<file path="src/verilog/vfront_macros.svh">
////////////////////////////////////////////////////////////
// Width, depth and encoding constants of the vector
// front end
////////////////////////////////////////////////////////////

`ifndef VFRONT_MACROS_SVH
`define VFRONT_MACROS_SVH

// Scalar register width
`define VFRONT_XLEN 32

// Instruction id width, as driven by the core
`define VFRONT_ID_W 4

// Entries of the instruction ring buffer
`define VFRONT_DEPTH 8

// Vector register length in bits
`define VFRONT_VLEN 128

// Major opcode and funct3 of the configuration forms
`define VFRONT_OPV 7'h57
`define VFRONT_F3_CFG 3'b111

`endif

</file>
<file path="src/verilog/vfront_pkg.sv">
////////////////////////////////////////////////////////////
// Shared types of the vector front end: instruction, id,
// vtype fields, configuration kinds and the buffer entry
// Helpers for VLMAX and vtype legality
////////////////////////////////////////////////////////////

`include "vfront_macros.svh"

package vfront_pkg;

  typedef logic [31:0]             instr_t;
  typedef logic [`VFRONT_ID_W-1:0] id_t;
  typedef logic [`VFRONT_XLEN-1:0] xlen_t;

  // Low bits of the vtype CSR, vill moved next to them
  typedef struct packed {
    logic       vill;
    logic       vma;
    logic       vta;
    logic [2:0] vsew;
    logic [2:0] vlmul;
  } vtype_t;

  typedef enum logic [1:0] {
    CFG_NONE,
    CFG_VSETVLI,
    CFG_VSETIVLI,
    CFG_VSETVL
  } cfg_kind_e;

  // One issued instruction waiting for commit and operands
  typedef struct packed {
    instr_t    instr;
    id_t       id;
    cfg_kind_e kind;
    logic      needs_rs;
    xlen_t     rs1;
    xlen_t     rs2;
    logic      rs_valid;
    logic      committed;
  } buf_entry_t;

  // VLEN / SEW * LMUL, zero for reserved encodings
  function automatic xlen_t vlmax(vtype_t vt);
    xlen_t elems;
    if (vt.vsew[2] || vt.vlmul[2]) begin
      return '0;
    end
    elems = xlen_t'(`VFRONT_VLEN) >> (3 + vt.vsew);
    return elems << vt.vlmul;
  endfunction

  // Only integer LMUL and SEW up to 64 are supported
  function automatic logic vtype_legal(vtype_t vt);
    return !vt.vill && !vt.vsew[2] && !vt.vlmul[2];
  endfunction

endpackage : vfront_pkg

</file>
<file path="src/verilog/vfront_cfg_unit.sv">
////////////////////////////////////////////////////////////
// Configuration unit: executes vsetvli, vsetivli and
// vsetvl, holds vl and vtype, drives the result channel
////////////////////////////////////////////////////////////

`timescale 1ns/1ps

`include "vfront_macros.svh"

module vfront_cfg_unit (
  input  logic                   clk_i,
  input  logic                   rst_ni,
  input  logic                   disp_valid_i,
  input  vfront_pkg::buf_entry_t disp_entry_i,
  input  logic                   result_ready_i,
  output logic                   disp_ready_o,
  output logic                   result_valid_o,
  output vfront_pkg::id_t        result_id_o,
  output logic [4:0]             result_rd_o,
  output logic                   result_we_o,
  output vfront_pkg::xlen_t      result_data_o,
  output vfront_pkg::xlen_t      vl_o,
  output vfront_pkg::vtype_t     vtype_o
);

  logic               take;
  logic               is_cfg;
  logic               legal;
  logic [4:0]         rs1_field;
  logic [4:0]         rd_field;
  vfront_pkg::xlen_t  vt_raw;
  vfront_pkg::vtype_t vt_new;
  vfront_pkg::vtype_t vt_final;
  vfront_pkg::xlen_t  max_vl;
  vfront_pkg::xlen_t  avl;
  vfront_pkg::xlen_t  vl_new;

  // One result register, refilled as it drains
  assign disp_ready_o = !result_valid_o || result_ready_i;
  assign take         = disp_valid_i && disp_ready_o;

  assign is_cfg    = (disp_entry_i.kind != vfront_pkg::CFG_NONE);
  assign rs1_field = disp_entry_i.instr[19:15];
  assign rd_field  = disp_entry_i.instr[11:7];

  // Raw vtype from zimm, or from rs2 for vsetvl
  always_comb begin
    case (disp_entry_i.kind)
      vfront_pkg::CFG_VSETVLI:  vt_raw = vfront_pkg::xlen_t'(disp_entry_i.instr[30:20]);
      vfront_pkg::CFG_VSETIVLI: vt_raw = vfront_pkg::xlen_t'(disp_entry_i.instr[29:20]);
      default:                  vt_raw = disp_entry_i.rs2;
    endcase
  end

  // Any set bit above the vma field makes vtype illegal
  assign vt_new.vill  = |vt_raw[`VFRONT_XLEN-1:8];
  assign vt_new.vma   = vt_raw[7];
  assign vt_new.vta   = vt_raw[6];
  assign vt_new.vsew  = vt_raw[5:3];
  assign vt_new.vlmul = vt_raw[2:0];

  assign max_vl = vfront_pkg::vlmax(vt_new);
  assign legal  = vfront_pkg::vtype_legal(vt_new);

  // AVL selection
  always_comb begin
    if (disp_entry_i.kind == vfront_pkg::CFG_VSETIVLI) begin
      avl = vfront_pkg::xlen_t'(rs1_field);
    end else if (rs1_field == 5'd0) begin
      avl = max_vl;
    end else begin
      avl = disp_entry_i.rs1;
    end
  end

  always_comb begin
    vt_final = vt_new;
    vl_new   = (avl < max_vl) ? avl : max_vl;
    if (!legal) begin
      vt_final = '{vill: 1'b1, default: '0};
      vl_new   = '0;
    end
  end

  ////////////////////////////////////////////////////////////
  // State and result registers
  ////////////////////////////////////////////////////////////

  always_ff @(posedge clk_i or negedge rst_ni) begin
    if (!rst_ni) begin
      result_valid_o <= 1'b0;
      vl_o           <= '0;
      vtype_o        <= '{vill: 1'b1, default: '0};
    end else begin
      if (take) begin
        result_valid_o <= 1'b1;
      end else if (result_ready_i) begin
        result_valid_o <= 1'b0;
      end
      if (take && is_cfg) begin
        vl_o    <= vl_new;
        vtype_o <= vt_final;
      end
    end
  end

  always_ff @(posedge clk_i) begin
    if (take) begin
      result_id_o   <= disp_entry_i.id;
      result_rd_o   <= rd_field;
      result_we_o   <= is_cfg && (rd_field != 5'd0);
      result_data_o <= is_cfg ? vl_new : '0;
    end
  end

  // Held result must not change until the core takes it
  assert property (@(posedge clk_i) disable iff (!rst_ni)
    result_valid_o && !result_ready_i |=> result_valid_o &&
      $stable({result_id_o, result_rd_o, result_we_o, result_data_o}));

endmodule : vfront_cfg_unit

</file>
<file path="src/verilog/vfront_instr_buffer.sv">
////////////////////////////////////////////////////////////
// In-order ring buffer of issued instructions
// Operands and commit marks are written by id, the head
// leaves once committed and its operands are present
////////////////////////////////////////////////////////////

`timescale 1ns/1ps

`include "vfront_macros.svh"

module vfront_instr_buffer #(
  parameter int unsigned DEPTH = `VFRONT_DEPTH
) (
  input  logic                   clk_i,
  input  logic                   rst_ni,
  input  logic                   push_i,
  input  vfront_pkg::buf_entry_t entry_i,
  output logic                   full_o,
  input  logic                   register_valid_i,
  input  vfront_pkg::id_t        register_id_i,
  input  vfront_pkg::xlen_t      register_rs1_i,
  input  vfront_pkg::xlen_t      register_rs2_i,
  input  logic                   commit_valid_i,
  input  vfront_pkg::id_t        commit_id_i,
  input  logic                   commit_kill_i,
  input  logic                   disp_ready_i,
  output logic                   disp_valid_o,
  output vfront_pkg::buf_entry_t disp_entry_o
);

  localparam int unsigned PTR_W = $clog2(DEPTH);

  vfront_pkg::buf_entry_t mem_q [DEPTH];
  vfront_pkg::buf_entry_t mem_d [DEPTH];

  // Pointers carry one extra wrap bit
  logic [PTR_W:0]   head_q, tail_q;
  logic [PTR_W:0]   count;
  logic [PTR_W:0]   keep_cnt;
  logic [PTR_W-1:0] head_idx, tail_idx;
  logic [DEPTH-1:0] live;
  logic             empty;
  logic             kill;
  logic             pop;

  assign head_idx = head_q[PTR_W-1:0];
  assign tail_idx = tail_q[PTR_W-1:0];
  assign count    = tail_q - head_q;
  assign empty    = (head_q == tail_q);
  assign full_o   = (count == (PTR_W+1)'(DEPTH));
  assign kill     = commit_valid_i && commit_kill_i;

  // Slots between head and tail
  always_comb begin : live_calc
    logic [PTR_W-1:0] offs;
    for (int i = 0; i < DEPTH; i++) begin
      offs    = PTR_W'(i) - head_idx;
      live[i] = {1'b0, offs} < count;
    end
  end

  // Commits come in order, so the committed run starts at the head
  always_comb begin : keep_calc
    logic [PTR_W-1:0] slot;
    logic             run;
    keep_cnt = '0;
    run      = 1'b1;
    for (int k = 0; k < DEPTH; k++) begin
      slot = head_idx + PTR_W'(k);
      if (run && live[slot] && mem_q[slot].committed) begin
        keep_cnt = keep_cnt + 1'b1;
      end else begin
        run = 1'b0;
      end
    end
  end

  ////////////////////////////////////////////////////////////
  // Entry updates
  ////////////////////////////////////////////////////////////

  always_comb begin : entry_update
    logic wr_here;
    mem_d = mem_q;
    for (int i = 0; i < DEPTH; i++) begin
      wr_here = push_i && (tail_idx == PTR_W'(i));
      if (wr_here) begin
        mem_d[i] = entry_i;
      end
      // A pushed entry can see its operands or commit at once
      if (live[i] || wr_here) begin
        if (register_valid_i && (mem_d[i].id == register_id_i)) begin
          mem_d[i].rs1      = register_rs1_i;
          mem_d[i].rs2      = register_rs2_i;
          mem_d[i].rs_valid = 1'b1;
        end
        if (commit_valid_i && !commit_kill_i && (mem_d[i].id == commit_id_i)) begin
          mem_d[i].committed = 1'b1;
        end
      end
    end
  end

  always_ff @(posedge clk_i) begin
    mem_q <= mem_d;
  end

  ////////////////////////////////////////////////////////////
  // Dispatch and pointers
  ////////////////////////////////////////////////////////////

  assign disp_entry_o = mem_q[head_idx];
  assign disp_valid_o = !empty && disp_entry_o.committed &&
                        (disp_entry_o.rs_valid || !disp_entry_o.needs_rs);
  assign pop          = disp_valid_o && disp_ready_i;

  always_ff @(posedge clk_i or negedge rst_ni) begin
    if (!rst_ni) begin
      head_q <= '0;
      tail_q <= '0;
    end else begin
      if (pop) begin
        head_q <= head_q + 1'b1;
      end
      // Drop everything behind the committed run
      if (kill) begin
        tail_q <= head_q + keep_cnt;
      end else if (push_i) begin
        tail_q <= tail_q + 1'b1;
      end
    end
  end

  // Issue control must hold back a push into a full buffer
  assert property (@(posedge clk_i) disable iff (!rst_ni) push_i |-> !full_o);

  // Dispatched head belongs to the run that a kill keeps
  assert property (@(posedge clk_i) disable iff (!rst_ni)
    disp_valid_o |-> keep_cnt != '0);

endmodule : vfront_instr_buffer

</file>
<file path="src/verilog/vfront_issue_ctrl.sv">
////////////////////////////////////////////////////////////
// Issue ready and push logic, vsetvl stall FSM
////////////////////////////////////////////////////////////

`timescale 1ns/1ps

module vfront_issue_ctrl (
  input  logic            clk_i,
  input  logic            rst_ni,
  input  logic            issue_valid_i,
  input  vfront_pkg::id_t issue_id_i,
  input  logic            accept_i,
  input  logic            needs_rs_i,
  input  logic            full_i,
  input  logic            register_valid_i,
  input  vfront_pkg::id_t register_id_i,
  input  logic            commit_valid_i,
  input  logic            commit_kill_i,
  output logic            issue_ready_o,
  output logic            push_o
);

  typedef enum logic {
    ST_OPEN,
    ST_STALL
  } stall_state_e;

  stall_state_e    state_q, state_d;
  vfront_pkg::id_t wait_id_q, wait_id_d;
  logic            kill;
  logic            reg_hit_wait;
  logic            reg_hit_issue;

  assign kill          = commit_valid_i && commit_kill_i;
  assign issue_ready_o = issue_valid_i && !full_i && (state_q == ST_OPEN) && !kill;
  assign push_o        = issue_ready_o && accept_i;

  assign reg_hit_wait  = register_valid_i && (register_id_i == wait_id_q);
  // Operands may come in the very cycle of the issue
  assign reg_hit_issue = register_valid_i && (register_id_i == issue_id_i);

  always_comb begin
    state_d   = state_q;
    wait_id_d = wait_id_q;
    case (state_q)
      ST_OPEN: begin
        if (push_o && needs_rs_i && !reg_hit_issue) begin
          state_d   = ST_STALL;
          wait_id_d = issue_id_i;
        end
      end
      ST_STALL: begin
        if (reg_hit_wait || kill) begin
          state_d = ST_OPEN;
        end
      end
      default: state_d = ST_OPEN;
    endcase
  end

  always_ff @(posedge clk_i or negedge rst_ni) begin
    if (!rst_ni) begin
      state_q   <= ST_OPEN;
      wait_id_q <= '0;
    end else begin
      state_q   <= state_d;
      wait_id_q <= wait_id_d;
    end
  end

  // A vsetvl waiting for its AVL blocks the next issue
  assert property (@(posedge clk_i) disable iff (!rst_ni)
    push_o && needs_rs_i && !reg_hit_issue |=> !issue_ready_o);

endmodule : vfront_issue_ctrl

</file>
<file path="src/verilog/vfront_pre_decoder.sv">
////////////////////////////////////////////////////////////
// Pre-decoder of the offered instruction: OP-V accept,
// configuration kind, writeback and operand requests
////////////////////////////////////////////////////////////

`timescale 1ns/1ps

`include "vfront_macros.svh"

module vfront_pre_decoder (
  input  logic                  issue_valid_i,
  input  vfront_pkg::instr_t    issue_instr_i,
  output logic                  accept_o,
  output logic                  writeback_o,
  output logic [1:0]            register_read_o,
  output vfront_pkg::cfg_kind_e kind_o,
  output logic                  needs_rs_o
);

  logic [6:0] opcode;
  logic [2:0] funct3;
  logic [4:0] rd;
  logic       is_opv;
  logic       is_cfg;

  assign opcode = issue_instr_i[6:0];
  assign funct3 = issue_instr_i[14:12];
  assign rd     = issue_instr_i[11:7];

  assign is_opv = issue_valid_i && (opcode == `VFRONT_OPV);
  assign is_cfg = is_opv && (funct3 == `VFRONT_F3_CFG);

  // Configuration forms differ in the top instruction bits
  always_comb begin
    kind_o = vfront_pkg::CFG_NONE;
    if (is_cfg) begin
      if (!issue_instr_i[31]) begin
        kind_o = vfront_pkg::CFG_VSETVLI;
      end else if (issue_instr_i[30]) begin
        kind_o = vfront_pkg::CFG_VSETIVLI;
      end else if (issue_instr_i[30:25] == 6'b000000) begin
        kind_o = vfront_pkg::CFG_VSETVL;
      end
    end
  end

  // Bit 0 requests rs1, bit 1 requests rs2
  always_comb begin
    case (kind_o)
      vfront_pkg::CFG_VSETVLI: register_read_o = 2'b01;
      vfront_pkg::CFG_VSETVL:  register_read_o = 2'b11;
      default:                 register_read_o = 2'b00;
    endcase
  end

  assign needs_rs_o  = |register_read_o;
  assign writeback_o = (kind_o != vfront_pkg::CFG_NONE) && (rd != 5'd0);
  assign accept_o    = is_opv;

endmodule : vfront_pre_decoder

</file>
<file path="src/verilog/vfront_top.sv">
////////////////////////////////////////////////////////////
// Vector front end top level
// Pre-decoder, issue control, ring buffer and
// configuration unit on the core's issue, register,
// commit and result channels
////////////////////////////////////////////////////////////

`timescale 1ns/1ps

`include "vfront_macros.svh"

module vfront_top (
  input  logic               clk_i,
  input  logic               rst_ni,
  // Issue channel
  input  logic               issue_valid_i,
  input  vfront_pkg::instr_t issue_instr_i,
  input  vfront_pkg::id_t    issue_id_i,
  output logic               issue_ready_o,
  output logic               issue_accept_o,
  output logic               issue_writeback_o,
  output logic [1:0]         issue_register_read_o,
  // Register channel
  input  logic               register_valid_i,
  input  vfront_pkg::id_t    register_id_i,
  input  vfront_pkg::xlen_t  register_rs1_i,
  input  vfront_pkg::xlen_t  register_rs2_i,
  output logic               register_ready_o,
  // Commit channel
  input  logic               commit_valid_i,
  input  vfront_pkg::id_t    commit_id_i,
  input  logic               commit_kill_i,
  // Result channel
  output logic               result_valid_o,
  output vfront_pkg::id_t    result_id_o,
  output logic [4:0]         result_rd_o,
  output logic               result_we_o,
  output vfront_pkg::xlen_t  result_data_o,
  input  logic               result_ready_i,
  // Status
  output vfront_pkg::xlen_t  vl_o,
  output vfront_pkg::vtype_t vtype_o
);

  vfront_pkg::cfg_kind_e  dec_kind;
  vfront_pkg::buf_entry_t push_entry;
  vfront_pkg::buf_entry_t disp_entry;
  logic                   dec_needs_rs;
  logic                   push;
  logic                   buf_full;
  logic                   disp_valid;
  logic                   disp_ready;

  // Operands are always taken on the spot
  assign register_ready_o = register_valid_i;

  // New entries start without operands and uncommitted
  assign push_entry = '{
    instr:     issue_instr_i,
    id:        issue_id_i,
    kind:      dec_kind,
    needs_rs:  dec_needs_rs,
    rs1:       '0,
    rs2:       '0,
    rs_valid:  1'b0,
    committed: 1'b0
  };

  vfront_pre_decoder vfront_pre_decoder_inst (
    .issue_valid_i  (issue_valid_i),
    .issue_instr_i  (issue_instr_i),
    .accept_o       (issue_accept_o),
    .writeback_o    (issue_writeback_o),
    .register_read_o(issue_register_read_o),
    .kind_o         (dec_kind),
    .needs_rs_o     (dec_needs_rs)
  );

  vfront_issue_ctrl vfront_issue_ctrl_inst (
    .clk_i           (clk_i),
    .rst_ni          (rst_ni),
    .issue_valid_i   (issue_valid_i),
    .issue_id_i      (issue_id_i),
    .accept_i        (issue_accept_o),
    .needs_rs_i      (dec_needs_rs),
    .full_i          (buf_full),
    .register_valid_i(register_valid_i),
    .register_id_i   (register_id_i),
    .commit_valid_i  (commit_valid_i),
    .commit_kill_i   (commit_kill_i),
    .issue_ready_o   (issue_ready_o),
    .push_o          (push)
  );

  vfront_instr_buffer #(
    .DEPTH(`VFRONT_DEPTH)
  ) vfront_instr_buffer_inst (
    .clk_i           (clk_i),
    .rst_ni          (rst_ni),
    .push_i          (push),
    .entry_i         (push_entry),
    .full_o          (buf_full),
    .register_valid_i(register_valid_i),
    .register_id_i   (register_id_i),
    .register_rs1_i  (register_rs1_i),
    .register_rs2_i  (register_rs2_i),
    .commit_valid_i  (commit_valid_i),
    .commit_id_i     (commit_id_i),
    .commit_kill_i   (commit_kill_i),
    .disp_ready_i    (disp_ready),
    .disp_valid_o    (disp_valid),
    .disp_entry_o    (disp_entry)
  );

  vfront_cfg_unit vfront_cfg_unit_inst (
    .clk_i         (clk_i),
    .rst_ni        (rst_ni),
    .disp_valid_i  (disp_valid),
    .disp_entry_i  (disp_entry),
    .result_ready_i(result_ready_i),
    .disp_ready_o  (disp_ready),
    .result_valid_o(result_valid_o),
    .result_id_o   (result_id_o),
    .result_rd_o   (result_rd_o),
    .result_we_o   (result_we_o),
    .result_data_o (result_data_o),
    .vl_o          (vl_o),
    .vtype_o       (vtype_o)
  );

endmodule : vfront_top

</file>
<file path="config.mk">
export PLATFORM = sky130hd
export DESIGN_NAME = vfront_top
export DESIGN_NICKNAME = d
export VERILOG_FILES = /design/src/verilog/vfront_pkg.sv /design/src/verilog/vfront_cfg_unit.sv /design/src/verilog/vfront_instr_buffer.sv /design/src/verilog/vfront_issue_ctrl.sv /design/src/verilog/vfront_pre_decoder.sv /design/src/verilog/vfront_top.sv
export VERILOG_INCLUDE_DIRS = /design/src /design/src/verilog
export SDC_FILE = /design/constraint.sdc
export NUM_CORES = 2
export LEC_CHECK = 0
export BUFFER_PORTS_ARGS = -buffer_cell sky130_fd_sc_hd__buf_2
export CORE_MARGIN = 2
export CORE_UTILIZATION = 55
export DETAILED_ROUTE_END_ITERATION = 8
export PLACE_DENSITY = 0.76
export SETUP_SLACK_MARGIN = 0.02
export SYNTH_ARGS = -nofsm -noshare
export SYNTH_HDL_FRONTEND = slang
export SYNTH_SLANG_ARGS = --single-unit
</file>
<file path="constraint.sdc">
create_clock -name clk_i -period 7.9 [get_ports clk_i]
set_clock_uncertainty 0.05 [all_clocks]
set_input_delay 0.79 -clock clk_i [delete_from_list [all_inputs] [get_ports clk_i]]
set_output_delay 0.79 -clock clk_i [all_outputs]
set_load 0.005 [all_outputs]
</file>
* Word level (Yosys, flattened, before mapping)
Cells that the tools add are included.
** Word-level totals
- Bits in registers :: 937
- Latch bits :: 0
- Memory bits (writable) :: 0
- Bits in read-only memories :: 0
- Input port bits :: 115
- Output and inout bits :: 90
- Logic and storage cells :: 376
- Memories kept :: 0
** Cells by class
- Add/sub/neg operators :: 27
- $mul :: 0
- Div/mod/pow operators :: 0
- $lt $le $gt $ge :: 25
- Equality and inequality tests :: 33
- Shifts and indexed selects :: 2
- Mux-type cells :: 108
- Bitwise gates (word level) :: 9
- Reductions and logical operators :: 93
** Operator list (count)
- $bmux 105 s3 :: 8
- $mux 73 :: 8
- $mux 66 :: 8
- $mux 65 :: 8
- $mux 104 :: 2
- $mux 32 :: 6
- $eq 4x4->1 :: 19
- $pmux 32 s2 :: 1
- $logic_and 1x1->1 :: 59
- $mux 1 :: 43
- $mux 4 :: 9
- $add 4x1->4 const B :: 8
- $ge 4x4->1 const B :: 8
- $lt 3x4->1 :: 8
- $lt 3x4->1 const B :: 8
- $lt 32x32->1 :: 1
- $not 3->4 :: 8
- $shl 32x3->32 :: 1
- $shr 8x32->32 const A :: 1
- $bmux 1 s3 :: 8
- $reduce_or 24->1 :: 1
- $eq 3x3->1 const B :: 5
- $add 3x3->3 const B :: 4
- $logic_or 1x1->1 :: 12
- 28 further kinds :: 53

* Logic depth before layout (Yosys ltp)
- Depth in word-level cells :: 29
- Depth in mapped cells :: 39
- Gate-level depth less buffers :: 38

* Cells and area by module
A second synthesis with hierarchy kept.
** Second synthesis, totals
- Cells, all modules :: 4605
- Area total of the unflattened synthesis :: 44612.8 µm²
** Modules (own cells, without submodules)
- vfront_instr_buffer :: instances 1, cells each 4231, area an instance 40261.1 µm², seq. area each 19819.0 µm²
- vfront_cfg_unit :: instances 1, cells each 324, area an instance 3882.5 µm², seq. area each 2313.5 µm²
- vfront_issue_ctrl :: instances 1, cells each 32, area an instance 331.6 µm², seq. area each 125.1 µm²
- vfront_pre_decoder :: instances 1, cells each 16, area an instance 126.4 µm², seq. area each 0.0 µm²
- vfront_top :: instances 1, cells each 2, area an instance 11.3 µm², seq. area each 0.0 µm²

* Worst setup path after synthesis
No wires, ideal clock.
- Path type :: register to register
- Start point :: register vfront_instr_buffer_inst.head_q[1]
- End point :: register vfront_instr_buffer_inst.tail_q[3]
- Setup time :: 0.129 ns
- Arrival :: 8.220 ns
- Required time :: 7.721 ns
- Setup slack :: -0.499 ns
- Stages on the path, launching flop included :: 36
- Path buffers :: 5
- Clock period less this slack :: 8.399 ns
- Cell sequence :: dfrtp_1 buf_2 inv_2 buf_1 clkbuf_1 ha_1 clkbuf_1 clkinv_1 ha_1 nor2b_1 o21ai_0 a22oi_1 o32ai_1 mux4_2 and2_1 ha_1 clkbuf_1 xnor2_1 ha_1 o31a_1 ha_1 or2_2 a21boi_1 nor2_1 ha_1 mux2i_1 a31oi_1 ha_1 mux2_2 ha_1 a21o_1 a21oi_1 xor2_1 xnor2_1 xnor2_1 o21ai_1
** On the way
- Cells in the longest elaborated chain, start to end :: 29
- Elaborated cells on any way between the ends :: 118
- Classes of those cells :: 24 x add/sub; 8 x order compare; 1 x eq/ne; 56 x mux; 8 x bitwise; 21 x reduce/logical
** RTL lines
- start: declaration :: line vfront_instr_buffer.sv:37 : logic [PTR_W:0] head_q, tail_q;
- start signal: assignment :: line vfront_instr_buffer.sv:123 : head_q <= head_q + 1'b1;
- parallel branches: the longest is 29 deep, another holds $sub 4x4->4
- end signal: assignment :: line vfront_instr_buffer.sv:127 : tail_q <= head_q + keep_cnt;
- end signal: assignment :: line vfront_instr_buffer.sv:129 : tail_q <= tail_q + 1'b1;
- end: declaration :: line vfront_instr_buffer.sv:37
Parallel ways; which one is timed is not known. The select of a mux whose other input is x is not followed.
A chain may end at the register's enable or synchronous reset.

* Final worst setup path
- Start point :: register vfront_instr_buffer_inst.head_q[0]
- End point :: register vfront_instr_buffer_inst.tail_q[3]
The elaborated chain is that of the path after synthesis.

==> reports/results.ini <==
[run_status]
status=completed

[setup_path]
cp.depth=33
crit_arrival_ps=7970
start_kind=flip-flop
slowest_delay_ps=520
critPathBufInv=2
cp-end-kind=flip-flop
timing.rr.start=vfront_instr_buffer_inst.head_q[0]$_DFFE_PN0P_
slowest_stage=dfrtp_4
path_class=flip-flop to flip-flop
crit_family=adder cells
crit_top_cell=ha_1
crit_fanout=6
worstSetupStartpoint=vfront_instr_buffer_inst.head_q[0]$_DFFE_PN0P_
reg2reg_to=vfront_instr_buffer_inst.tail_q[3]$_DFFE_PN0P_
rrSetupSlack_ps=410
r2r_cells=33
crit_required_ps=8380

[grt]
grt_pass1_wl_um=142000
antenna_found_initial=16
grt_pass1_vias=25300
grtUsageTotal_pct=27.1
overflow=0
grt_max_degree=130

[cts]
insertion_delay_ps=650
cts_tree=yes
cts_buffers=85
clockBufferDepth=3
cts_max_level=3
root_buffer=clkbuf_16
ctsHoldBuffers=0
clkTransAtPathRegs_ps=60
cts.sinks=849

[timing]
final-setup-viol-count=0
worstMarginPinSlew_ps=1040
maxSlewHeadroom_pct=30.6
fmax_ghz=0.133
final_hold_viol_count=0
finalMaxSlewViolations=0
period_share_pct=94.9
period_needed_ps=7490

[power_and_ir_drop]
clkPwrFrac_pct=22.1
p_int_mw=11.3
ir_drop_mv=0.287
switching_share_pct=37.2
power.leakage_nw=16.0
power_frac_comb_pct=40.5
power_mw=18.0
powerDensity_nw_per_um2=450
p_switching_mw=6.68
seq_power_share_pct=37.5

[finish]
mostFrequentLayoutCell=nand2_1
drive_gt1_share_pct=15.2
final_cell_mix=nand2_1 (754), dfxtp_1 (560), o21ai_0 (434)
final_area_um2=39900
area_growth_pct=12.6
num-fill-cells=5174
final_nets=3833
multi_input_area_um2=14500
final-seq-area_um2=19600

[synthesis]
netlist_instances=3545
ys_seq_elements=849
synthFlopType=dfxtp_1
synth_cell_types=83
syn_area_um2=35400
synth_edf_count=234
synth-seq-area-share_pct=55.4
async_flop_share_pct=6.48
synth.avg_cell_area_um2=9.99
yosys_warnings=0

[placement]
numPortBuffers=204
dpl.hpwl_um=56600
gp_congestion=0.925
placed_cell_area_um2=37000

[route]
wl_um=91200
via_per_inst=5.80
wl_per_cell_um=19.8
dr.first_iter.drc_count=2572
firstDrtPassIters=5
drtAntennaViolNets=0
route.detailed.drc=0
dr_total_vias=26700

[die]
die_width_um=258
std_cell_rows=93
ioPinCount=205
core_area_um2=64100
dieArea_um2=66500
fp.dieH_um=258
start_util_pct=55.3

[min_path]
hold_class=input pin to async pin

[run]
drv_cap=0

==> synth_stat cells, types with 6 or more instances <==
library cell | number | area share (%)
and2_1 | 33 | 0.58
o211ai_1 | 10 | 0.21
nor3_1 | 45 | 0.64
ha_1 | 42 | 1.5
nor2b_1 | 8 | 0.14
nand2_1 | 755 | 8.0
buf_1 | 36 | 0.38
a21o_1 | 10 | 0.21
a31oi_1 | 18 | 0.32
o21ai_1 | 116 | 1.6
nand2b_1 | 11 | 0.19
inv_1 | 125 | 1.3
inv_2 | 6 | 0.064
mux4_2 | 95 | 6.0
nor2_1 | 53 | 0.56
nand4_1 | 11 | 0.19
mux2i_2 | 6 | 0.23
mux2_2 | 9 | 0.29
clkbuf_1 | 93 | 0.99
o21a_1 | 7 | 0.15
xnor2_1 | 67 | 1.7
o31ai_1 | 8 | 0.17
or3_1 | 10 | 0.18
a22oi_1 | 6 | 0.13
or2_2 | 8 | 0.14
a32o_1 | 7 | 0.20
a211oi_1 | 9 | 0.19
nor4b_1 | 6 | 0.15
nor4_1 | 80 | 1.4
mux2i_1 | 63 | 1.8
dfxtp_1 | 560 | 32
a32oi_1 | 7 | 0.17
xor2_1 | 28 | 0.69
o21ai_0 | 439 | 6.2
buf_4 | 14 | 0.30
and3_1 | 7 | 0.12
o22ai_1 | 11 | 0.19
nand3_1 | 227 | 3.2
edfxtp_1 | 234 | 20
a21oi_1 | 29 | 0.41
buf_2 | 83 | 1.2
dfrtp_1 | 54 | 3.8
buf_6 | 6 | 0.19
clkbuf_2 | 9 | 0.13
==> cells by family after synthesis <==
logic type               share of synthesized area [%]
buffers and inverters                             4.55
AO/OA/AOI/OAI                                     11.3
other                                           0.0212
AND/OR/NAND/NOR                                   16.3
XOR/XNOR                                          2.39
adder cells (fa/ha/maj)                           1.68
flip-flops                                        55.4
multiplexers                                      8.34
==> cell type report <==
class,instances,area share (%)
Inverter,132,1.24
Timing Repair Buffer,261,3.73
Tap cell,855,2.68
Clock buffer,120,6.03
Multi-Input combinational cell,2345,36.3
Antenna cell,8,0.0502
Sequential cell,849,49.2
Clock inverter,30,0.819
==> worst max path at each step <==
stage | to
global placement | vfront_instr_buffer_inst.tail_q[3]$_DFFE_PN0P_
CTS | vfront_instr_buffer_inst.tail_q[3]$_DFFE_PN0P_
detailed placement | vfront_instr_buffer_inst.tail_q[3]$_DFFE_PN0P_
global route | vfront_instr_buffer_inst.tail_q[3]$_DFFE_PN0P_
finish | vfront_instr_buffer_inst.tail_q[3]$_DFFE_PN0P_
floorplan | vfront_instr_buffer_inst.tail_q[3]$_DFFE_PN0P_
==> registers in the layout, summed over array words and instances, names as in the netlist <==
signal,cells
vfront_issue_ctrl_inst.wait_id_q,4
vfront_issue_ctrl_inst.state_q,1
vfront_cfg_unit_inst.result_rd_o,5
vfront_cfg_unit_inst.vtype_o,9
vfront_cfg_unit_inst.result_id_o,4
vfront_cfg_unit_inst.result_we_o,1
vfront_instr_buffer_inst.tail_q,4
vfront_cfg_unit_inst.result_valid_o,1
vfront_cfg_unit_inst.result_data_o,32
vfront_instr_buffer_inst.head_q,4
vfront_cfg_unit_inst.vl_o,32
vfront_instr_buffer_inst.mem_q,752
==> metal layers <==
metal	wire length (µm)	up-vias	track usage, %
li1	-	12700	-
met1	39500	12800	37.8
met2	42800	1025	43.8
met3	6680	170	4.61
met4	2160	12	7.76
met5	80	-	0
==> stage by stage <==
| stage | utilization, % | instances | setup WS (ps) | TNS (ps) | hold slack [ps] |
|---|---|---|---|---|---|
| finish | 62.2 | 4600 | 406 | 0 | 257 |
| global route | 62.2 | 4595 | -5.83 | -5.83 | 308 |
| CTS | 62.0 | 4589 | 130 | 0 | 274 |
| detailed placement | 57.7 | 4439 | 129 | 0 | 385 |
| global placement | 57.7 | 4439 | 256 | 0 | 382 |
| floorplan | - | 3567 | 31.8 | 0 | 372 |
==> what timing repair did <==
action	in CTS	in global routing
endpoints found under the setup margin	0	2
buffers inserted	0	3
gates resized for setup	0	29
==> power by group through the flow <==
stage                     clock [mW]  sequential [mW]  combinational [mW]
after floorplan                    0             6.60                5.03
after global placement             0             6.74                6.76
after detailed placement           0             6.78                6.91
after CTS                       4.01             6.70                6.97
after global routing            4.18             6.87                8.05
final                           3.96             6.73                7.27
No activity file was read; power rests on OpenSTA's default activity.
